===== config.mk =====
export PLATFORM = sky130hd
export DESIGN_NAME = pkt_proc_top
export DESIGN_NICKNAME = d
export VERILOG_FILES = /design/src/proc_pkg.sv /design/src/stream_pkg.sv /design/src/pkt_arbiter.sv /design/src/pkt_drop_filter.sv /design/src/pkt_proc_top.sv /design/src/pkt_truncator.sv /design/src/proc_stage.sv
export SDC_FILE = /design/constraint.sdc
export NUM_CORES = 1
export LEC_CHECK = 0
export ABC_AREA = 1
export BUFFER_PORTS_ARGS = -buffer_cell sky130_fd_sc_hd__buf_2
export CORE_MARGIN = 2
export CORE_UTILIZATION = 29
export DETAILED_ROUTE_END_ITERATION = 10
export HOLD_SLACK_MARGIN = 0.05
export PLACE_DENSITY = 0.49
export SYNTH_ARGS = -nofsm -noshare
export SYNTH_HDL_FRONTEND = slang
export SYNTH_SLANG_ARGS = --single-unit

===== constraint.sdc =====
create_clock -name core_clk -period 14.4 [get_ports core_clk]
set_clock_uncertainty 0.05 [all_clocks]
set_input_delay 0.72 -clock core_clk [delete_from_list [all_inputs] [get_ports core_clk]]
set_output_delay 0.72 -clock core_clk [all_outputs]
set_load 0.01 [all_outputs]

===== src/proc_pkg.sv =====
package proc_pkg;

    // ----------------------------------------
    // widths
    // ----------------------------------------
    localparam int NUM_PORTS = 2;
    localparam int TS_BITS   = 48;
    localparam int PID_BITS  = 10;
    localparam int LEN_BITS  = 16;

    // the top pid bit carries the port a packet returns to
    localparam int PID_PORT_BIT = PID_BITS - 1;

    typedef logic [TS_BITS-1:0] timestamp_t;

    // ----------------------------------------
    // per-packet metadata
    // ----------------------------------------
    // repeated on every beat of a packet
    typedef struct packed {
        timestamp_t          timestamp;
        logic [PID_BITS-1:0] pid;
        logic                trunc_enable;
        logic [LEN_BITS-1:0] trunc_length;
    } pkt_meta_t;

    // ----------------------------------------
    // static configuration
    // ----------------------------------------
    typedef struct packed {
        // discard packets whose tdest equals tid
        logic                drop_loop;
        // stall the shared processing path
        logic                pause;
        // take trunc settings from here instead of the packet
        logic                trunc_override;
        logic                trunc_enable;
        logic [LEN_BITS-1:0] trunc_length;
    } proc_cfg_t;

endpackage


===== src/stream_pkg.sv =====
package stream_pkg;

    import proc_pkg::*;

    // ----------------------------------------
    // beat geometry
    // ----------------------------------------
    localparam int DATA_BYTES = 8;
    localparam int DATA_BITS  = DATA_BYTES * 8;

    // enough bits to count 0..DATA_BYTES valid bytes
    localparam int KEEP_CNT_BITS = $clog2(DATA_BYTES + 1);

    // ingress or egress port number
    typedef logic port_t;

    // ----------------------------------------
    // one stream beat
    // ----------------------------------------
    typedef struct packed {
        logic [DATA_BITS-1:0]  data;
        // contiguous from byte 0
        logic [DATA_BYTES-1:0] keep;
        logic                  last;
        port_t                 tid;
        port_t                 tdest;
        pkt_meta_t             meta;
    } stream_beat_t;

endpackage


===== src/pkt_arbiter.sv =====
module pkt_arbiter (
    input  logic                     core_clk,
    input  logic                     rst_n,
    input  proc_pkg::timestamp_t     timestamp,
    input  stream_pkg::stream_beat_t in_beat [proc_pkg::NUM_PORTS],
    input  logic                     in_valid [proc_pkg::NUM_PORTS],
    output logic                     in_ready [proc_pkg::NUM_PORTS],
    output stream_pkg::stream_beat_t out_beat,
    output logic                     out_valid,
    input  logic                     out_ready
);
    import stream_pkg::*;
    import proc_pkg::*;

    // port of the last grant, which resets to 1 so that port 0 goes first
    port_t        grant;
    logic         pkt_open;
    timestamp_t   ts_hold;

    port_t        sel;
    logic         slot_free;
    logic         accept;
    stream_beat_t sel_beat;

    // ----------------------------------------
    // packet-level round robin
    // ----------------------------------------
    // stay locked while a packet is open and otherwise prefer the other port
    always_comb begin
        if (pkt_open) begin
            sel = grant;
        end else if (in_valid[~grant]) begin
            sel = ~grant;
        end else begin
            sel = grant;
        end
    end

    assign slot_free = !out_valid || out_ready;
    assign accept    = in_valid[sel] && slot_free;

    always_comb begin
        for (int i = 0; i < NUM_PORTS; i++) begin
            in_ready[i] = slot_free && (sel == port_t'(i));
        end
    end

    // ----------------------------------------
    // timestamp and port tagging
    // ----------------------------------------
    // the first beat samples the live timestamp and later beats reuse it
    always_comb begin
        sel_beat = in_beat[sel];
        sel_beat.meta.timestamp = pkt_open ? ts_hold : timestamp;
        sel_beat.meta.pid[PID_PORT_BIT] = sel;
    end

    always_ff @(posedge core_clk) begin
        if (!rst_n) begin
            grant     <= 1'b1;
            pkt_open  <= 1'b0;
            out_valid <= 1'b0;
        end else begin
            if (accept) begin
                grant    <= sel;
                pkt_open <= !sel_beat.last;
            end
            if (slot_free) begin
                out_valid <= accept;
            end
        end
    end

    always_ff @(posedge core_clk) begin
        if (accept) begin
            out_beat <= sel_beat;
            if (!pkt_open) begin
                ts_hold <= timestamp;
            end
        end
    end

    // the grant holds from a packet's first beat through its last beat
    property p_grant_locked;
        @(posedge core_clk) disable iff (!rst_n)
        pkt_open |=> (grant == $past(grant));
    endproperty

    a_grant_locked: assert property (p_grant_locked);

endmodule


===== src/pkt_drop_filter.sv =====
module pkt_drop_filter (
    input  logic                     core_clk,
    input  logic                     rst_n,
    input  logic                     drop_loop,
    input  stream_pkg::stream_beat_t in_beat,
    input  logic                     in_valid,
    output logic                     in_ready,
    output stream_pkg::stream_beat_t out_beat,
    output logic                     out_valid,
    input  logic                     out_ready
);

    // next accepted beat starts a packet
    logic first;
    // decision taken on the first beat, kept to the last
    logic drop_hold;

    logic zero_len;
    logic loop_hit;
    logic drop_now;
    logic slot_free;
    logic accept;

    // ----------------------------------------
    // drop decision
    // ----------------------------------------
    assign zero_len = in_beat.last && (in_beat.keep == '0);
    assign loop_hit = drop_loop && (in_beat.tdest == in_beat.tid);
    assign drop_now = first ? (zero_len || loop_hit) : drop_hold;

    // dropped beats are swallowed without needing the output slot
    assign slot_free = !out_valid || out_ready;
    assign in_ready  = slot_free || drop_now;
    assign accept    = in_valid && in_ready;

    always_ff @(posedge core_clk) begin
        if (!rst_n) begin
            first     <= 1'b1;
            drop_hold <= 1'b0;
            out_valid <= 1'b0;
        end else begin
            if (accept) begin
                first     <= in_beat.last;
                drop_hold <= drop_now;
            end
            if (accept && !drop_now) begin
                out_valid <= 1'b1;
            end else if (out_ready) begin
                out_valid <= 1'b0;
            end
        end
    end

    always_ff @(posedge core_clk) begin
        if (accept && !drop_now) begin
            out_beat <= in_beat;
        end
    end

endmodule


===== src/pkt_proc_top.sv =====
module pkt_proc_top (
    input  logic                     core_clk,
    input  logic                     rst_n,
    input  stream_pkg::stream_beat_t in_beat [proc_pkg::NUM_PORTS],
    input  logic                     in_valid [proc_pkg::NUM_PORTS],
    output logic                     in_ready [proc_pkg::NUM_PORTS],
    output stream_pkg::stream_beat_t out_beat [proc_pkg::NUM_PORTS],
    output logic                     out_valid [proc_pkg::NUM_PORTS],
    input  logic                     out_ready [proc_pkg::NUM_PORTS],
    input  proc_pkg::proc_cfg_t      cfg,
    input  proc_pkg::timestamp_t     timestamp
);
    import stream_pkg::*;
    import proc_pkg::*;

    // merged path
    stream_beat_t arb_beat;
    logic         arb_valid;
    logic         arb_ready;

    // per-port egress chain
    stream_beat_t proc_beat  [NUM_PORTS];
    logic         proc_valid [NUM_PORTS];
    logic         proc_ready [NUM_PORTS];
    stream_beat_t drop_beat  [NUM_PORTS];
    logic         drop_valid [NUM_PORTS];
    logic         drop_ready [NUM_PORTS];

    // ----------------------------------------
    // shared processing path
    // ----------------------------------------
    pkt_arbiter i_arbiter (
        .core_clk  (core_clk),
        .rst_n     (rst_n),
        .timestamp (timestamp),
        .in_beat   (in_beat),
        .in_valid  (in_valid),
        .in_ready  (in_ready),
        .out_beat  (arb_beat),
        .out_valid (arb_valid),
        .out_ready (arb_ready)
    );

    proc_stage i_proc_stage (
        .core_clk  (core_clk),
        .rst_n     (rst_n),
        .cfg       (cfg),
        .in_beat   (arb_beat),
        .in_valid  (arb_valid),
        .in_ready  (arb_ready),
        .out_beat  (proc_beat),
        .out_valid (proc_valid),
        .out_ready (proc_ready)
    );

    // ----------------------------------------
    // drop then truncate on each egress port
    // ----------------------------------------
    for (genvar i = 0; i < NUM_PORTS; i++) begin : g_port
        pkt_drop_filter i_drop (
            .core_clk  (core_clk),
            .rst_n     (rst_n),
            .drop_loop (cfg.drop_loop),
            .in_beat   (proc_beat[i]),
            .in_valid  (proc_valid[i]),
            .in_ready  (proc_ready[i]),
            .out_beat  (drop_beat[i]),
            .out_valid (drop_valid[i]),
            .out_ready (drop_ready[i])
        );

        pkt_truncator i_trunc (
            .core_clk  (core_clk),
            .rst_n     (rst_n),
            .in_beat   (drop_beat[i]),
            .in_valid  (drop_valid[i]),
            .in_ready  (drop_ready[i]),
            .out_beat  (out_beat[i]),
            .out_valid (out_valid[i]),
            .out_ready (out_ready[i])
        );
    end

endmodule


===== src/pkt_truncator.sv =====
module pkt_truncator (
    input  logic                     core_clk,
    input  logic                     rst_n,
    input  stream_pkg::stream_beat_t in_beat,
    input  logic                     in_valid,
    output logic                     in_ready,
    output stream_pkg::stream_beat_t out_beat,
    output logic                     out_valid,
    input  logic                     out_ready
);
    import stream_pkg::*;
    import proc_pkg::*;

    // bytes already passed in the current packet
    logic [LEN_BITS-1:0]      byte_cnt;
    logic                     first;
    // set after the cut until the original last beat
    logic                     discard;

    logic [KEEP_CNT_BITS-1:0] beat_bytes;
    logic [LEN_BITS:0]        total;
    logic [LEN_BITS-1:0]      remain;
    logic                     cut;
    stream_beat_t             beat_cut;
    logic                     slot_free;
    logic                     accept;

    // ----------------------------------------
    // byte accounting
    // ----------------------------------------
    always_comb begin
        beat_bytes = '0;
        for (int b = 0; b < DATA_BYTES; b++) begin
            beat_bytes = beat_bytes + KEEP_CNT_BITS'(in_beat.keep[b]);
        end
    end

    assign total  = {1'b0, byte_cnt} + (LEN_BITS + 1)'(beat_bytes);
    assign remain = in_beat.meta.trunc_length - byte_cnt;
    assign cut    = in_beat.meta.trunc_enable &&
                    (total >= {1'b0, in_beat.meta.trunc_length});

    // ----------------------------------------
    // trim the cut beat
    // ----------------------------------------
    // remain is at most DATA_BYTES here so keep stays contiguous
    always_comb begin
        beat_cut = in_beat;
        if (cut) begin
            for (int b = 0; b < DATA_BYTES; b++) begin
                beat_cut.keep[b] = in_beat.keep[b] && (LEN_BITS'(b) < remain);
            end
            beat_cut.last = 1'b1;
        end
    end

    assign slot_free = !out_valid || out_ready;
    assign in_ready  = discard || slot_free;
    assign accept    = in_valid && in_ready;

    always_ff @(posedge core_clk) begin
        if (!rst_n) begin
            byte_cnt  <= '0;
            first     <= 1'b1;
            discard   <= 1'b0;
            out_valid <= 1'b0;
        end else begin
            if (accept) begin
                first   <= in_beat.last;
                discard <= (discard || cut) && !in_beat.last;
                if (discard || cut || in_beat.last) begin
                    byte_cnt <= '0;
                end else begin
                    byte_cnt <= total[LEN_BITS-1:0];
                end
            end
            if (accept && !discard) begin
                out_valid <= 1'b1;
            end else if (out_ready) begin
                out_valid <= 1'b0;
            end
        end
    end

    always_ff @(posedge core_clk) begin
        if (accept && !discard) begin
            out_beat <= beat_cut;
        end
    end

    // a zero cut length would leave an empty packet behind
    a_trunc_len: assert property (@(posedge core_clk) disable iff (!rst_n)
        (accept && first && in_beat.meta.trunc_enable) |->
            (in_beat.meta.trunc_length != '0));

endmodule


===== src/proc_stage.sv =====
module proc_stage (
    input  logic                     core_clk,
    input  logic                     rst_n,
    input  proc_pkg::proc_cfg_t      cfg,
    input  stream_pkg::stream_beat_t in_beat,
    input  logic                     in_valid,
    output logic                     in_ready,
    output stream_pkg::stream_beat_t out_beat [proc_pkg::NUM_PORTS],
    output logic                     out_valid [proc_pkg::NUM_PORTS],
    input  logic                     out_ready [proc_pkg::NUM_PORTS]
);
    import stream_pkg::*;
    import proc_pkg::*;

    stream_beat_t beat_q;
    port_t        lane_q;
    logic         valid_q;

    stream_beat_t beat_mod;
    logic         drain;
    logic         accept;

    // ----------------------------------------
    // pause gate
    // ----------------------------------------
    assign drain    = valid_q && out_ready[lane_q];
    assign in_ready = !cfg.pause && (!valid_q || drain);
    assign accept   = in_valid && in_ready;

    // ----------------------------------------
    // metadata override
    // ----------------------------------------
    always_comb begin
        beat_mod = in_beat;
        if (cfg.trunc_override) begin
            beat_mod.meta.trunc_enable = cfg.trunc_enable;
            beat_mod.meta.trunc_length = cfg.trunc_length;
        end
        // return port is consumed here
        beat_mod.meta.pid[PID_PORT_BIT] = 1'b0;
    end

    always_ff @(posedge core_clk) begin
        if (!rst_n) begin
            valid_q <= 1'b0;
        end else if (accept) begin
            valid_q <= 1'b1;
        end else if (drain) begin
            valid_q <= 1'b0;
        end
    end

    always_ff @(posedge core_clk) begin
        if (accept) begin
            beat_q <= beat_mod;
            lane_q <= in_beat.meta.pid[PID_PORT_BIT];
        end
    end

    // ----------------------------------------
    // return-port demux
    // ----------------------------------------
    always_comb begin
        for (int i = 0; i < NUM_PORTS; i++) begin
            out_beat[i]  = beat_q;
            out_valid[i] = valid_q && (lane_q == port_t'(i));
        end
    end

    // an accepted beat shows up on the lane its pid names and on no other
    a_one_lane: assert property (@(posedge core_clk) disable iff (!rst_n)
        accept |=> ((out_valid[1] == $past(in_beat.meta.pid[PID_PORT_BIT])) &&
                    (out_valid[0] == !$past(in_beat.meta.pid[PID_PORT_BIT]))));

endmodule


==> impl_results.md <==
- Startpoint types: register
- Final hold viol count: 0
- Fmax achieved: 170 MHz
- Reg2reg setup slack: 8530 ps
- Run status: complete, no violations
- First-pass GRT wire length: ~130000 um
- Number of detailed-route iterations in the first pass: 5
- Via count: ~19000
- Routed WL per cell: between 15 and 20 um
- Max-slew headroom: a little under a third
- Clock H-tree levels: 3
- Setup TNS: 0 ps
- Clk sinks: 942
- Routed Antenna Nets: 0
- Initial core utilization: slightly below 30%
- RSZ-0062 raised after global routing: no
- PwrDens: around 140 nW/um^2
- Setup CP Type: reg2reg
- Largest net degree at the start of global routing: 75
- RR Startpoint: g_port[0].i_drop.out_beat[78]$_DFFE_PP_
- Fin crit share: approximately two fifths
- Crit path required time: ~15000 ps
- Depth of the worst register-to-register path: 25
- DRC Markers: 0
- YS warnings: 0
- CP endpoint kind: register
- Nets@finish: 3370
- CTS tree: done
- Std-Cell Rows: around 130
- Gr usage total: 14.1%
- Final setup fails: 0
- RR Endpoint: g_port[0].i_trunc.out_beat[82]$_DFFE_PP_
- Synth cell types: 42
- Synthesized cell area: between 30000 and 40000 sq um
- CP Max Fanout: 19
- CP arrival: 6200 ps
- Measured slew at the worst slew-check pin: approximately 1000 ps
- Clock Tree Root: clkbuf_16
- Die extent in y: 349 um
- Die X: about 350 um
- Worst-Skew Late Latency: ~700 ps
- Seq cells post-synth: between 900 and 1000
- Max-slew violations: 0
- Vias in the first global route: about 19000
- WL final: roughly 90000 um
- Final Critical Period: 5870 ps
- CTS hold repair buffers: 0
- Tot Pwr: 6.11 mW
- Post-cts repair resize count: 0
- Max Root-Sink Buffers: 3
- Max-Cap Viols: 0
- Initial antenna violation count: 15
- Leakage: 16.3 nW
- Clk pin slew, worst setup/hold paths: roughly 60 ps
- Overflow after GRT: 0
- DP Wirelength: 60700 um
- Syn Area/Cell: 15.3 sq um
- Syn-to-layout area delta: 23.3%
- GP Congestion: between 0.8 and 0.9
- CP Launch Point: g_port[0].i_drop.out_beat[78]$_DFFE_PP_
- Post-CTS setup buffers: 0
- Routed vias/inst: 4.27
- CTS Buf Count: 100
- DRT iter0 DRCs: about 1100
- Core area: about 120000 sq um
- Seq/Total Area, Yosys: between 80 and 90%
- IO Port Bufs: 577
- Share of cells above drive strength 1: between 20% and 30%
- Worst setup path endpoint: g_port[0].i_trunc.out_beat[82]$_DFFE_PP_
- HP Class: in2reg
- I/O pin count: just under 700
- Mapped Cells: ~2300
- Die area: 122000 sq um
- Worst vdd ir: around 0.00011 V
-- cell families (layout without fill, tap and decap cells) --
family	after synthesis	in the layout	share of synthesized area (%)
fa+ha+maj	88	88	3.45
buf+inv	247	985	2.78
mux	17	17	0.554
flops	942	942	80.5
compound gates	146	146	2.23
simple gates	765	765	9.27
other cells	1	3	0.0109
xor+xnor	46	46	1.17
-- report_power, final --
part           switching (mW)  leakage, nW  total (mW)  internal [mW]
Combinational           0.260         6.15       0.351         0.0916
Clock                    1.08         1.56        2.50           1.42
Sequential             0.0489         8.56        3.26           3.21
-- cell usage after synthesis --
master,n,share of area (%)
buf_2,4,0.058
nand2_1,521,5.7
mux2_2,17,0.55
nand3b_1,4,0.087
o211ai_1,2,0.043
ha_1,76,2.8
inv_2,1,0.011
a21o_1,2,0.043
nor2_4,1,0.033
xnor2_1,8,0.20
nor2_2,5,0.091
nand3_1,57,0.83
clkinv_1,6,0.065
o21bai_1,5,0.11
nor3b_1,1,0.022
a21boi_1,1,0.022
nand2_4,3,0.098
a21oi_1,96,1.4
buf_6,2,0.065
buf_4,4,0.087
a31oi_1,1,0.018
nand2_2,1,0.018
a211oi_1,1,0.022
dfxtp_1,46,2.7
conb_1,1,0.011
inv_1,200,2.2
clkbuf_1,25,0.27
nand4_1,57,1.0
o21ai_0,34,0.49
nor3_1,11,0.16
nor2_1,92,1.0
nand3_2,3,0.087
o21a_1,1,0.022
or2_2,2,0.036
xor2_1,38,0.96
or2_1,2,0.036
a21oi_2,1,0.025
fa_1,12,0.70
buf_1,5,0.054
a21boi_0,2,0.043
nor4_1,5,0.091
edfxtp_1,896,78
-- cell usage in the layout, fill, tap and decap left out, types with 5 or more instances in the layout --
cell type,count
clkinvlp_4,5
clkinv_16,6
nor3_1,11
nor2_2,5
nor2_1,90
o21ai_0,34
buf_4,16
ha_1,76
nor4_1,5
edfxtp_1,896
clkbuf_1,23
nand3_1,57
nand2_1,520
clkinv_2,17
clkinv_4,5
xor2_1,38
bufinv_16,6
xnor2_1,8
o21bai_1,5
inv_1,196
dfxtp_1,46
clkbuf_16,100
a21oi_1,96
mux2_2,17
fa_1,12
clkinv_1,23
buf_2,577
nand4_1,57
inv_6,5
-- metrics by stage --
stage                     instances  util (%)  hold WS, ps  setup WS, ps  instance area [sq um]
after global routing           4527      36.1         73.5          7990                  42600
after CTS                      4527      36.1         58.7          8500                  42600
after detailed placement       4342      33.3          355          8530                  39400
final                          4528      36.1          125          8530                  42600
after global placement         4342      33.3          350          8540                  39400
after floorplan                2253         -          350          6220                  34600
-- layer usage --
metal / part of all wire, % / track usage (%) / up-vias
met2: 48 / 23.7 / 587
met1: 41 / 17.1 / 9303
met4: 2.3 / 4.09 / 12
met3: 8.5 / 5.03 / 129
met5: 0.080 / 0 / -
li1: - / - / 9309
-- registers in the layout, indices dropped and copies added, names as in the netlist --
signal,cells
g_port.i_drop.drop_hold,2
g_port.i_drop.first,2
g_port.i_drop.out_beat,298
g_port.i_drop.out_valid,2
g_port.i_trunc.byte_cnt,32
g_port.i_trunc.discard,2
g_port.i_trunc.out_beat,298
g_port.i_trunc.out_valid,2
i_arbiter.grant,1
i_arbiter.out_beat,150
i_arbiter.out_valid,1
i_arbiter.pkt_open,1
i_proc_stage.lane_q,1
i_proc_stage.out_beat,149
i_proc_stage.valid_q,1
-- worst min path at each step --
stage | from | endpoint | slack [ps] | cells past startpoint
after floorplan | g_port[0].i_drop.out_beat[100]$_DFFE_PP_ | g_port[0].i_trunc.out_beat[100]$_DFFE_PP_ | 350 | 0
after global placement | g_port[1].i_drop.out_beat[131]$_DFFE_PP_ | g_port[1].i_trunc.out_beat[131]$_DFFE_PP_ | 350 | 0
after detailed placement | g_port[0].i_drop.out_beat[105]$_DFFE_PP_ | g_port[0].i_trunc.out_beat[105]$_DFFE_PP_ | 350 | 0
after CTS | timestamp[10] | i_arbiter.out_beat[37]$_DFFE_PP_ | 60 | 1
after global routing | timestamp[5] | i_arbiter.out_beat[32]$_DFFE_PP_ | 70 | 1
final | timestamp[10] | i_arbiter.out_beat[37]$_DFFE_PP_ | 130 | 1
-- critical path, cell delays in order, from the launching register on --
cell	delay [ps]
edfxtp_1	410
ha_1	300
inv_1	40
fa_1	500
fa_1	430
fa_1	420
fa_1	390
xnor2_1	140
ha_1	350
nand3_1	90
nand2_1	140
nand2_1	80
a21oi_2	210
nand3_1	200
inv_1	120
nand2_1	60
nand2_1	60
nand2_1	80
ha_1	370
nand4_1	120
nor4_1	280
nand2_1	110
nand3_2	100
nand2_4	160
inv_1	240
a21oi_1	160
-- area by class of cell --
| cell class | count | area [sq um] |
|---|---|---|
| fill | 11337 | 75500 |
| sequential | 942 | 27800 |
| multi-input combinational | 1064 | 5790 |
| timing repair buffer | 593 | 3010 |
| clock buffer | 126 | 2630 |
| tap | 1536 | 1920 |
| inverter | 207 | 807 |
| clock inverter | 59 | 607 |
| antenna | 1 | 2.50 |
Power figures use the tool's default switching activity.
